===== src/rtl/mesh_pkg.sv =====
//##########################################################
// mesh packet format
// field positions and widths shared by the decode stage,
// the request builder and the output stage
// packet is {srcaddr, data, dstaddr, ctrlmode, datamode, write}
//##########################################################

package mesh_pkg;

   // fixed low fields
   localparam int WRITE_LSB    = 0;   // 1 = write, 0 = read request
   localparam int DATAMODE_LSB = 1;
   localparam int DATAMODE_W   = 2;   // 8/16/32/64 bit transfer
   localparam int CTRLMODE_LSB = 3;
   localparam int CTRLMODE_W   = 5;
   localparam int DSTADDR_LSB  = 8;   // first AW wide field

   // data follows dstaddr
   function automatic int data_lsb(input int aw);
      return DSTADDR_LSB + aw;
   endfunction

   // return address sits on top
   function automatic int srcaddr_lsb(input int aw);
      return DSTADDR_LSB + 2 * aw;
   endfunction

   // full packet width, 104 bits at aw of 32
   function automatic int pw(input int aw);
      return DSTADDR_LSB + 3 * aw;
   endfunction

endpackage


===== src/rtl/dma_pkg.sv =====
//##########################################################
// dma register map and sequencer encoding
// register index is taken from dstaddr[6:2] of a
// config packet
//##########################################################

package dma_pkg;

   //##########################################################
   // register word indices
   //##########################################################
   localparam logic [4:0] REG_CONFIG    = 5'd0;
   localparam logic [4:0] REG_STRIDE    = 5'd1;   // {dst stride, src stride}
   localparam logic [4:0] REG_COUNT     = 5'd2;
   localparam logic [4:0] REG_SRCADDR   = 5'd3;   // low half
   localparam logic [4:0] REG_SRCADDR64 = 5'd4;   // high half
   localparam logic [4:0] REG_DSTADDR   = 5'd5;
   localparam logic [4:0] REG_DSTADDR64 = 5'd6;
   localparam logic [4:0] REG_STATUS    = 5'd7;   // read only, live state

   //##########################################################
   // config bits
   //##########################################################
   localparam int CFG_ENABLE       = 0;
   localparam int CFG_IRQMODE      = 4;   // irq on done
   localparam int CFG_DATAMODE_LSB = 5;   // bits 6:5

   // sequencer state
   typedef enum logic [3:0] {
      ST_IDLE   = 4'd0,
      ST_ACTIVE = 4'd1,
      ST_DONE   = 4'd2
   } state_t;

endpackage


===== src/rtl/mesh_decode.sv =====
//##########################################################
// mesh packet field decoder
// pure slicing, no state
//##########################################################

module mesh_decode #(
   parameter  int AW = 32,
   localparam int PW = mesh_pkg::pw(AW)
) (
   input  logic [PW-1:0] packet_in,
   output logic          write_in,
   output logic [1:0]    datamode_in,
   output logic [4:0]    ctrlmode_in,
   output logic [AW-1:0] dstaddr_in,
   output logic [AW-1:0] data_in,
   output logic [AW-1:0] srcaddr_in
);

   localparam int DATA_LSB = mesh_pkg::data_lsb(AW);
   localparam int SRC_LSB  = mesh_pkg::srcaddr_lsb(AW);

   assign write_in    = packet_in[mesh_pkg::WRITE_LSB];
   assign datamode_in = packet_in[mesh_pkg::DATAMODE_LSB +: mesh_pkg::DATAMODE_W];
   assign ctrlmode_in = packet_in[mesh_pkg::CTRLMODE_LSB +: mesh_pkg::CTRLMODE_W];

   // the three address wide fields
   assign dstaddr_in  = packet_in[mesh_pkg::DSTADDR_LSB +: AW];
   assign data_in     = packet_in[DATA_LSB +: AW];
   assign srcaddr_in  = packet_in[SRC_LSB +: AW];   // readback return address

endmodule


===== src/rtl/dma_regs.sv =====
//##########################################################
// dma register block
// config packets write registers or request a readback,
// the engine writes count and cursors back after each step
// readback leaves as a pulse toward the output stage
//##########################################################

module dma_regs #(
   parameter  int          AW      = 32,
   parameter  logic [31:0] DEF_CFG = 32'h0,
   localparam int          PW      = mesh_pkg::pw(AW)
) (
   input  logic            clk,
   input  logic            nreset,
   input  logic            reg_access_in,
   input  logic [PW-1:0]   reg_packet_in,
   input  logic            reg_wait_out,   // output stage full and stalled
   input  logic            update,         // engine step taken
   input  logic [31:0]     count_next,
   input  logic [AW-1:0]   srcaddr_next,
   input  logic [AW-1:0]   dstaddr_next,
   input  dma_pkg::state_t dma_state,
   output logic            dma_en,
   output logic            irqmode,
   output logic [1:0]      datamode,
   output logic [31:0]     stride_reg,
   output logic [31:0]     count_reg,
   output logic [AW-1:0]   srcaddr_reg,
   output logic [AW-1:0]   dstaddr_reg,
   output logic            irq,
   output logic            config_write,
   output logic            rd_valid,
   output logic [AW-1:0]   rd_data,
   output logic [AW-1:0]   rd_return
);

   logic          write_in;
   logic [AW-1:0] dstaddr_in;
   logic [AW-1:0] data_in;
   logic [AW-1:0] srcaddr_in;
   logic [4:0]    reg_idx;
   logic          accept;
   logic          reg_write;
   logic          count_write;
   logic          stride_write;
   logic [31:0]   config_q;
   logic [63:0]   src_q;         // both halves always stored
   logic [63:0]   dst_q;
   logic [31:0]   rd_word;

   mesh_decode #(.AW(AW)) u_decode (
      .packet_in   (reg_packet_in),
      .write_in    (write_in),
      .datamode_in (),
      .ctrlmode_in (),
      .dstaddr_in  (dstaddr_in),
      .data_in     (data_in),
      .srcaddr_in  (srcaddr_in)
   );

   //##########################################################
   // access decode
   //##########################################################
   assign reg_idx      = dstaddr_in[6:2];
   assign accept       = reg_access_in & ~reg_wait_out;
   assign reg_write    = accept & write_in;
   assign rd_valid     = accept & ~write_in;   // one cycle pulse
   assign config_write = reg_write & (reg_idx == dma_pkg::REG_CONFIG);
   assign stride_write = reg_write & (reg_idx == dma_pkg::REG_STRIDE);
   assign count_write  = reg_write & (reg_idx == dma_pkg::REG_COUNT);

   always_ff @(posedge clk or negedge nreset) begin
      if (!nreset) begin
         config_q  <= DEF_CFG;
         count_reg <= 32'd0;
      end else begin
         if (config_write)
            config_q <= data_in[31:0];
         if (count_write)
            count_reg <= data_in[31:0];
         else if (update)
            count_reg <= count_next;   // engine decrement
      end
   end

   always_ff @(posedge clk) begin
      if (stride_write)
         stride_reg <= data_in[31:0];
   end

   // cursors, register writes win over the engine
   always_ff @(posedge clk) begin
      if (reg_write && reg_idx == dma_pkg::REG_SRCADDR)
         src_q[31:0] <= data_in[31:0];
      else if (reg_write && reg_idx == dma_pkg::REG_SRCADDR64)
         src_q[63:32] <= data_in[31:0];
      else if (update)
         src_q[AW-1:0] <= srcaddr_next;
      if (reg_write && reg_idx == dma_pkg::REG_DSTADDR)
         dst_q[31:0] <= data_in[31:0];
      else if (reg_write && reg_idx == dma_pkg::REG_DSTADDR64)
         dst_q[63:32] <= data_in[31:0];
      else if (update)
         dst_q[AW-1:0] <= dstaddr_next;
   end

   assign dma_en      = config_q[dma_pkg::CFG_ENABLE];
   assign irqmode     = config_q[dma_pkg::CFG_IRQMODE];
   assign datamode    = config_q[dma_pkg::CFG_DATAMODE_LSB +: 2];
   assign srcaddr_reg = src_q[AW-1:0];
   assign dstaddr_reg = dst_q[AW-1:0];
   assign irq         = (dma_state == dma_pkg::ST_DONE) & irqmode;

   //##########################################################
   // readback
   //##########################################################
   always_comb begin
      case (reg_idx)
         dma_pkg::REG_CONFIG:    rd_word = config_q;
         dma_pkg::REG_STRIDE:    rd_word = stride_reg;
         dma_pkg::REG_COUNT:     rd_word = count_reg;
         dma_pkg::REG_SRCADDR:   rd_word = src_q[31:0];
         dma_pkg::REG_SRCADDR64: rd_word = src_q[63:32];
         dma_pkg::REG_DSTADDR:   rd_word = dst_q[31:0];
         dma_pkg::REG_DSTADDR64: rd_word = dst_q[63:32];
         dma_pkg::REG_STATUS:    rd_word = {28'd0, dma_state};   // live state
         default:                rd_word = 32'd0;
      endcase
   end

   assign rd_data   = AW'(rd_word);
   assign rd_return = srcaddr_in;   // response goes back to requester

   // count is never reprogrammed under a running step
   a_no_count_clash: assert property (@(posedge clk) disable iff (!nreset)
      !(update && count_write));

endmodule


===== src/rtl/dma_engine.sv =====
//##########################################################
// dma sequencer
// one read request per count step, source cursor as the
// read address and destination cursor as the return address
//##########################################################

module dma_engine #(
   parameter  int AW = 32,
   localparam int PW = mesh_pkg::pw(AW)
) (
   input  logic            clk,
   input  logic            nreset,
   input  logic            dma_en,
   input  logic [1:0]      datamode,
   input  logic [31:0]     stride_reg,     // {dst, src}
   input  logic [31:0]     count_reg,
   input  logic [AW-1:0]   srcaddr_reg,
   input  logic [AW-1:0]   dstaddr_reg,
   input  logic            eng_wait,
   input  logic            config_write,
   output logic            eng_valid,
   output logic [PW-1:0]   eng_packet,
   output logic            update,
   output logic [31:0]     count_next,
   output logic [AW-1:0]   srcaddr_next,
   output logic [AW-1:0]   dstaddr_next,
   output dma_pkg::state_t dma_state
);

   dma_pkg::state_t state_nxt;

   //##########################################################
   // state machine
   //##########################################################
   always_comb begin
      state_nxt = dma_state;
      case (dma_state)
         dma_pkg::ST_IDLE:
            if (dma_en && count_reg != 32'd0)
               state_nxt = dma_pkg::ST_ACTIVE;
         dma_pkg::ST_ACTIVE:
            if (update && count_reg == 32'd1)   // last step going out
               state_nxt = dma_pkg::ST_DONE;
         dma_pkg::ST_DONE:
            if (config_write)
               state_nxt = dma_pkg::ST_IDLE;   // rearm, drops irq
         default:
            state_nxt = dma_pkg::ST_IDLE;
      endcase
   end

   always_ff @(posedge clk or negedge nreset) begin
      if (!nreset)
         dma_state <= dma_pkg::ST_IDLE;
      else
         dma_state <= state_nxt;
   end

   assign eng_valid = (dma_state == dma_pkg::ST_ACTIVE);
   assign update    = eng_valid & ~eng_wait;   // request taken this edge

   // next cursors, strides zero extended
   assign count_next   = count_reg - 32'd1;
   assign srcaddr_next = srcaddr_reg + {{(AW-16){1'b0}}, stride_reg[15:0]};
   assign dstaddr_next = dstaddr_reg + {{(AW-16){1'b0}}, stride_reg[31:16]};

   //##########################################################
   // read request, ctrlmode and data stay zero
   //##########################################################
   always_comb begin
      eng_packet = '0;
      eng_packet[mesh_pkg::DATAMODE_LSB +: mesh_pkg::DATAMODE_W] = datamode;
      eng_packet[mesh_pkg::DSTADDR_LSB +: AW] = srcaddr_reg;
      eng_packet[mesh_pkg::srcaddr_lsb(AW) +: AW] = dstaddr_reg;
   end

   a_active_count: assert property (@(posedge clk) disable iff (!nreset)
      (dma_state == dma_pkg::ST_ACTIVE) |-> (count_reg != 32'd0));

   // a stalled request is held unchanged until taken
   a_req_hold: assert property (@(posedge clk) disable iff (!nreset)
      (eng_valid && eng_wait) |=> (eng_valid && $stable(eng_packet)));

endmodule


===== src/rtl/mesh_issue.sv =====
//##########################################################
// one entry output stage
// readback responses win over engine requests, the held
// packet stays put while the receiver stalls
//##########################################################

module mesh_issue #(
   parameter  int AW = 32,
   localparam int PW = mesh_pkg::pw(AW)
) (
   input  logic          clk,
   input  logic          nreset,
   input  logic          rd_valid,
   input  logic [AW-1:0] rd_data,
   input  logic [AW-1:0] rd_return,
   input  logic          eng_valid,
   input  logic [PW-1:0] eng_packet,
   input  logic          wait_in,
   output logic          access_out,
   output logic [PW-1:0] packet_out,
   output logic          eng_wait,
   output logic          reg_wait_out
);

   logic          free;         // empty, or item leaves this edge
   logic [PW-1:0] rd_packet;

   assign free         = ~access_out | ~wait_in;
   assign reg_wait_out = ~free;
   assign eng_wait     = ~free | rd_valid;   // readback has priority

   // response is a write back to the requester
   always_comb begin
      rd_packet = '0;
      rd_packet[mesh_pkg::WRITE_LSB] = 1'b1;
      rd_packet[mesh_pkg::DATAMODE_LSB +: mesh_pkg::DATAMODE_W] =
         (AW == 64) ? 2'b11 : 2'b10;
      rd_packet[mesh_pkg::DSTADDR_LSB +: AW]  = rd_return;
      rd_packet[mesh_pkg::data_lsb(AW) +: AW] = rd_data;
   end

   always_ff @(posedge clk or negedge nreset) begin
      if (!nreset)
         access_out <= 1'b0;
      else if (free)
         access_out <= rd_valid | eng_valid;
   end

   always_ff @(posedge clk) begin
      if (free && rd_valid)
         packet_out <= rd_packet;
      else if (free && eng_valid)
         packet_out <= eng_packet;
   end

   // a readback is only offered when the stage can take it
   a_rd_taken: assert property (@(posedge clk) disable iff (!nreset)
      rd_valid |-> free);

endmodule


===== src/rtl/dma_top.sv =====
//##########################################################
// single channel dma on the mesh packet interface
// config packets in on reg_*, requests and readbacks out
// on access_out/packet_out, irq at end of transfer
//##########################################################

module dma_top #(
   parameter  int          AW      = 32,
   parameter  logic [31:0] DEF_CFG = 32'h0,
   localparam int          PW      = mesh_pkg::pw(AW)
) (
   input  logic          clk,
   input  logic          nreset,
   input  logic          reg_access_in,
   input  logic [PW-1:0] reg_packet_in,
   output logic          reg_wait_out,
   output logic          access_out,
   output logic [PW-1:0] packet_out,
   input  logic          wait_in,
   output logic          irq
);

   logic            dma_en;
   logic [1:0]      datamode;
   logic [31:0]     stride_reg;
   logic [31:0]     count_reg;
   logic [AW-1:0]   srcaddr_reg;
   logic [AW-1:0]   dstaddr_reg;
   logic            config_write;
   logic            update;
   logic [31:0]     count_next;
   logic [AW-1:0]   srcaddr_next;
   logic [AW-1:0]   dstaddr_next;
   dma_pkg::state_t dma_state;
   logic            rd_valid;
   logic [AW-1:0]   rd_data;
   logic [AW-1:0]   rd_return;
   logic            eng_valid;
   logic [PW-1:0]   eng_packet;
   logic            eng_wait;

   dma_regs #(.AW(AW), .DEF_CFG(DEF_CFG)) u_regs (
      .clk           (clk),
      .nreset        (nreset),
      .reg_access_in (reg_access_in),
      .reg_packet_in (reg_packet_in),
      .reg_wait_out  (reg_wait_out),
      .update        (update),
      .count_next    (count_next),
      .srcaddr_next  (srcaddr_next),
      .dstaddr_next  (dstaddr_next),
      .dma_state     (dma_state),
      .dma_en        (dma_en),
      .irqmode       (),             // only feeds irq inside
      .datamode      (datamode),
      .stride_reg    (stride_reg),
      .count_reg     (count_reg),
      .srcaddr_reg   (srcaddr_reg),
      .dstaddr_reg   (dstaddr_reg),
      .irq           (irq),
      .config_write  (config_write),
      .rd_valid      (rd_valid),
      .rd_data       (rd_data),
      .rd_return     (rd_return)
   );

   dma_engine #(.AW(AW)) u_engine (
      .clk          (clk),
      .nreset       (nreset),
      .dma_en       (dma_en),
      .datamode     (datamode),
      .stride_reg   (stride_reg),
      .count_reg    (count_reg),
      .srcaddr_reg  (srcaddr_reg),
      .dstaddr_reg  (dstaddr_reg),
      .eng_wait     (eng_wait),
      .config_write (config_write),
      .eng_valid    (eng_valid),
      .eng_packet   (eng_packet),
      .update       (update),
      .count_next   (count_next),
      .srcaddr_next (srcaddr_next),
      .dstaddr_next (dstaddr_next),
      .dma_state    (dma_state)
   );

   mesh_issue #(.AW(AW)) u_issue (
      .clk          (clk),
      .nreset       (nreset),
      .rd_valid     (rd_valid),
      .rd_data      (rd_data),
      .rd_return    (rd_return),
      .eng_valid    (eng_valid),
      .eng_packet   (eng_packet),
      .wait_in      (wait_in),
      .access_out   (access_out),
      .packet_out   (packet_out),
      .eng_wait     (eng_wait),
      .reg_wait_out (reg_wait_out)
   );

endmodule


===== config.mk =====
export PLATFORM = sky130hd
export DESIGN_NAME = dma_top
export DESIGN_NICKNAME = d
export VERILOG_FILES = /design/src/rtl/mesh_pkg.sv /design/src/rtl/dma_pkg.sv /design/src/rtl/mesh_decode.sv /design/src/rtl/dma_regs.sv /design/src/rtl/dma_engine.sv /design/src/rtl/mesh_issue.sv /design/src/rtl/dma_top.sv
export SDC_FILE = /design/constraint.sdc
export NUM_CORES = 1
export LEC_CHECK = 0
export ABC_AREA = 1
export ABC_CLOCK_PERIOD_IN_PS = 7710
export BUFFER_PORTS_ARGS = -buffer_cell sky130_fd_sc_hd__buf_2
export CAP_MARGIN = 10
export CORE_UTILIZATION = 62
export CTS_BUF_LIST = sky130_fd_sc_hd__clkbuf_8
export DETAILED_ROUTE_END_ITERATION = 8
export PLACE_DENSITY_LB_ADDON = 0.25
export SETUP_SLACK_MARGIN = 0.3
export SLEW_MARGIN = 20
export SYNTH_ARGS = -nofsm -noshare
export SYNTH_HDL_FRONTEND = slang
export SYNTH_HIERARCHICAL = 1
export SYNTH_SLANG_ARGS = --single-unit

===== constraint.sdc =====
create_clock -name clk -period 7.71 [get_ports clk]
set_input_delay 1.1565 -clock clk [delete_from_list [all_inputs] [get_ports clk]]
set_output_delay 1.1565 -clock clk [all_outputs]
set_load 0.05 [all_outputs]

* Word level (Yosys, flattened, before mapping) *
Cells that the tools add are included.

word-level totals
  register bits after elaboration = 328
  output and inout port bits = 107

operators by class
  bitwise operators = 18
  eq/ne operators = 15
  add/sub/neg operators = 3
  multiplexer cells = 15
  reductions and logical operators = 20

operators with widths
  cell                                                   number
  two-way mux 32 bit                                     8
  one-hot mux 32 bit (8 select lines)                    1
  two-way mux 72 bit                                     2
  adder 32 x 16 -> 32 bit                                2
  equality test 32 x 1 -> 1 bit (second input constant)  1
  nonzero test 32 bit                                    1
  subtractor 32 x 1 -> 32 bit (second input constant)    1
  equality test 5 x 3 -> 1 bit (second input constant)   4
  two-way mux 4 bit                                      3
  one-hot mux 4 bit (3 select lines)                     1
  equality test 5 x 2 -> 1 bit (second input constant)   2
  bitwise AND 1 bit                                      8
  logical AND 1 bit                                      8
  AND reduction 2 bit                                    4
  nonzero test 2 bit                                     4
  NOT 1 bit                                              7
  != test 2 x 1 -> 1 bit (second input constant)         3
  equality test 5 x 1 -> 1 bit (second input constant)   1
  logical NOT 5 bit                                      1
  equality test 4 x 1 -> 1 bit (second input constant)   1
  equality test 4 x 2 -> 1 bit (second input constant)   1
  logical NOT 4 bit                                      1
  != test 2 bit (second input constant)                  2
  bitwise OR 1 bit                                       3
  AND reduction 3 bit                                    1

* Longest topological paths before layout *
  word-level depth = 10
  mapped depth = 18
  depth with buffers taken out = 14

* Hierarchy *
The synthesis kept the hierarchy.

modules (own cells, without submodules)
  module       area each (µm²)  sequential area each (µm²)  instances  cells an instance
  dma_regs     11384.7          6406.1                      1          1295
  dma_engine   5059.9           50.0                        1          970
  mesh_issue   4754.6           2747.6                      1          551
  mesh_decode  780.7            0.0                         1          104

* Worst setup path before layout *
OpenSTA, ideal clock, no wires.

  path type = input port to flip-flop
  start = input wait_in
  end = register u_regs.dst_q[0] (enable)
  setup slack = 1.304 ns
  required time = 7.091 ns
  data arrival time = 5.787 ns
  cell stages on the path = 8
  cell sequence = nand2_1 buf_2 buf_2 inv_1 nor2_1 nand2_1 nor3_1 a21oi_1

between the ends
  elaborated cells between the ends (all ways) = 14

RTL lines
  item                                  RTL line          RTL
  start: declaration                    dma_top.sv:19     input logic wait_in,
  NOT 1 bit                             mesh_issue.sv:28  assign free = ~access_out | ~wait_in;
  bitwise OR 1 bit                      mesh_issue.sv:28
  NOT 1 bit                             -
  net reg_wait_out                      dma_top.sv:16     output logic reg_wait_out,
  bitwise OR 1 bit                      mesh_issue.sv:30  assign eng_wait = ~free | rd_valid;
  NOT 1 bit                             dma_engine.sv:60  assign update = eng_valid & ~eng_wait;
  bitwise AND 1 bit                     dma_engine.sv:60
  nonzero test 2 bit (no source line)   -
  AND reduction 2 bit (no source line)  -
  end signal: assignment                dma_regs.sv:100   dst_q[31:0] <= data_in[31:0];
  end signal: indexed assignment        dma_regs.sv:104   dst_q[AW-1:0] <= dstaddr_next;
  end: declaration                      dma_regs.sv:48    logic [63:0] dst_q;

The timed path passes the listed nets, and every way through them passes these cells.
A chain may end at the register's enable or synchronous reset.

* Worst setup path in the final report *
  start = input wait_in
  end = register u_regs.dst_q[23] (enable)

between the ends
  word-level cells in the longest chain between the ends = 9
  elaborated cells between the ends (all ways) = 14

RTL lines
  item                                  RTL line          RTL
  NOT 1 bit                             mesh_issue.sv:28
  bitwise OR 1 bit                      mesh_issue.sv:28
  bitwise AND 1 bit                     dma_regs.sv:65    assign accept = reg_access_in & ~reg_wait_out;
  bitwise AND 1 bit                     dma_regs.sv:67    assign rd_valid = accept & ~write_in;
  net rd_valid                          dma_top.sv:35     logic rd_valid;
  bitwise OR 1 bit                      mesh_issue.sv:30
  net eng_wait                          dma_top.sv:40     logic eng_wait;
  NOT 1 bit                             dma_engine.sv:60
  bitwise AND 1 bit                     dma_engine.sv:60
  net update                            dma_top.sv:30     logic update;
  nonzero test 2 bit (no source line)   -
  AND reduction 2 bit (no source line)  -

The timed path passes the listed nets, and every way through them passes these cells.

==> impl_metrics.toml <==
[route]
wire_per_inst_um = 20.5
wl_met2_um = 29100
wirelength_um = 68100
vias = 19514
drtAntennaViolNets = 0
vias_per_cell = 5.89
wl_met1_um = 27500
drc = 0
drtIter0Drc = 2713
first_pass_iters = 7
wl_met3_um = 8870
top_layer_used = "met5"

[critical_path]
critPathMostFrequentCell = "buf_4"
slowest_stage = "buf_4"
crit_arrival_ns = 4.91
max_stage_delay_ns = 0.60
worstPathCellList = "buf_2 -> nand2_4 -> inv_1 -> nor3_2 -> buf_4 -> inv_2 -> nand2_2 -> buf_4 -> inv_1 -> nand2_1 -> inv_1 -> buf_4 -> clkinv_1 -> buf_4 -> a21oi_4 -> buf_16 -> buf_16"
crit_required_ns = 8.11
cp-end-kind = "flop"
critical_path.max_fanout = 66
worstSetupPathType = "in2reg"
startpoint_type = "input pin"

[synthesis]
ys_warn_count = 6
synthesis.area_mm2 = 0.0217
synthCells = 2886
postSynthAreaPerCell_um2 = 7.53

[clock_network]
clk_latency_ns = 0.68
post-cts-setup-buffer-count = 0
postCtsHoldBufs = 0
cts_resized = 0
tritoncts.num_buffers = 57
cts_tree = "done"
clockRootBuffer = "clkbuf_8"
cts.clk_slew.worst_paths_ns = 0.06
clockBufferDepth = 3
htree_levels = 2
clock-sinks = 331

[final_layout]
regMostFlops = "u_issue/packet_out"
syn2layout_area_growth_pct = 3.77
num-nets-final = 2955
post-route-util_pct = 65.3
fillers = 3049
n_antenna_cell = 0
largest_register_ffs = 104
layout_commonest_cell = "nand2_1"
top_regs = "u_issue/packet_out (104), u_regs/dst_q (64), u_regs/src_q (64)"
drive_above_1_share_pct = 12.6
layout_common_cells = "821 x nand2_1, 308 x inv_1, 239 x nand3_1"

[die]
start_util_pct = 62.9
die_h_um = 189
coreArea_mm2 = 0.0345
ios = 215
dieArea_mm2 = 0.0358
die_w_um = 189
rows = 68

[hold_path]
min_path_type = "reg2reg"

[place]
post-place-ws_ns = 2.63
place_hpwl_um = 47800
port_buffers = 180
gp_congestion = 1.03

[power_and_ir_drop]
peakVddDrop_uv = 344
power_leakage_nw = 11.4
powerDensity_mw_per_mm2 = 412

[timing]
drv_slew = 0
tightestPinTransition_ns = 1.11
hold_viol = 0
rsz0062_at_grt = "no"
timing.slew.headroom_pct = 26.1
setup_ws_ns = 3.20
period_needed_ns = 4.51
max_freq_ghz = 0.222
fin_crit_sh_pct = 58.4
fin_tns_setup_ns = 0
skew_ns = 0.0428
setup_violations = 0

[outcome]
status = "finished, final reports clean"

[global_routing]
track_usage_pct = 38.1
grt_max_degree = 106
grt_pass1_vias = 17655
antenna_found_initial = 2
overflow = 0
grt_pass1_wl_um = 103000

[run]
drv_cap = 0
[power breakdown]
part,internal [mW],switching (mW)
Sequential,2.65,0.627
Combinational,1.15,3.07
Clock,1.01,0.765
[critical path, delay by kind of cell]
family                 cells  cell delay, ns
AOI/OAI and AO/OA          1            0.12
buffers and inverters     12            2.75
and+or+nand+nor            4            0.80
[layer usage]
| layer | vias to the layer above | global-route usage, % |
|---|---|---|
| met4 | 4 | 15.0 |
| met3 | 169 | 9.01 |
| li1 | 9023 | - |
| met5 | - | 0 |
| met2 | 1284 | 56.1 |
| met1 | 9034 | 54.1 |
[metrics by stage]
stage               power [mW]  cell area [µm²]  hold WS [ns]  instances
detailed placement        7.42            21200         0.458       3205
finish                    9.28            22500         0.468       3314
global route              9.78            22500         0.502       3314
floorplan                 6.67            21900         0.453       2925
global placement          7.31            21200         0.439       3203
CTS                       9.20            22500         0.473       3313
[path summary, 6_finish.rpt]
path                                                    startpoint                                  to  slack [ns]  depth (start not counted)
worst max-delay path                                       wait_in          u_regs/dst_q[23]$_DFFE_PP_        3.20                         17
worst min-delay path            u_issue/packet_out[2]$_SDFFE_PP1P_  u_issue/packet_out[2]$_SDFFE_PP1P_        0.47                          2
worst max register to register      u_issue/access_out$_DFFE_PN0P_          u_regs/dst_q[23]$_DFFE_PP_        3.40                         16
worst min register to register  u_issue/packet_out[2]$_SDFFE_PP1P_  u_issue/packet_out[2]$_SDFFE_PP1P_        0.47                          2
max in group asynchronous                                   nreset     u_regs/config_q[11]$_DFFE_PN0P_        6.53                          3
min in group asynchronous                                   nreset      u_regs/config_q[5]$_DFFE_PN0P_        0.54                          2
[cell type report]
type	instances	area, µm²	area share [%]
clock buffer	69	950	4.21
clock inverter	39	328	1.45
inverter	301	1130	5.02
multi-input combinational	1906	9160	40.6
sequential	331	9200	40.8
tap	455	569	2.53
timing repair buffer	213	1200	5.33
Note: power is estimated with default switching activity, not from simulation.
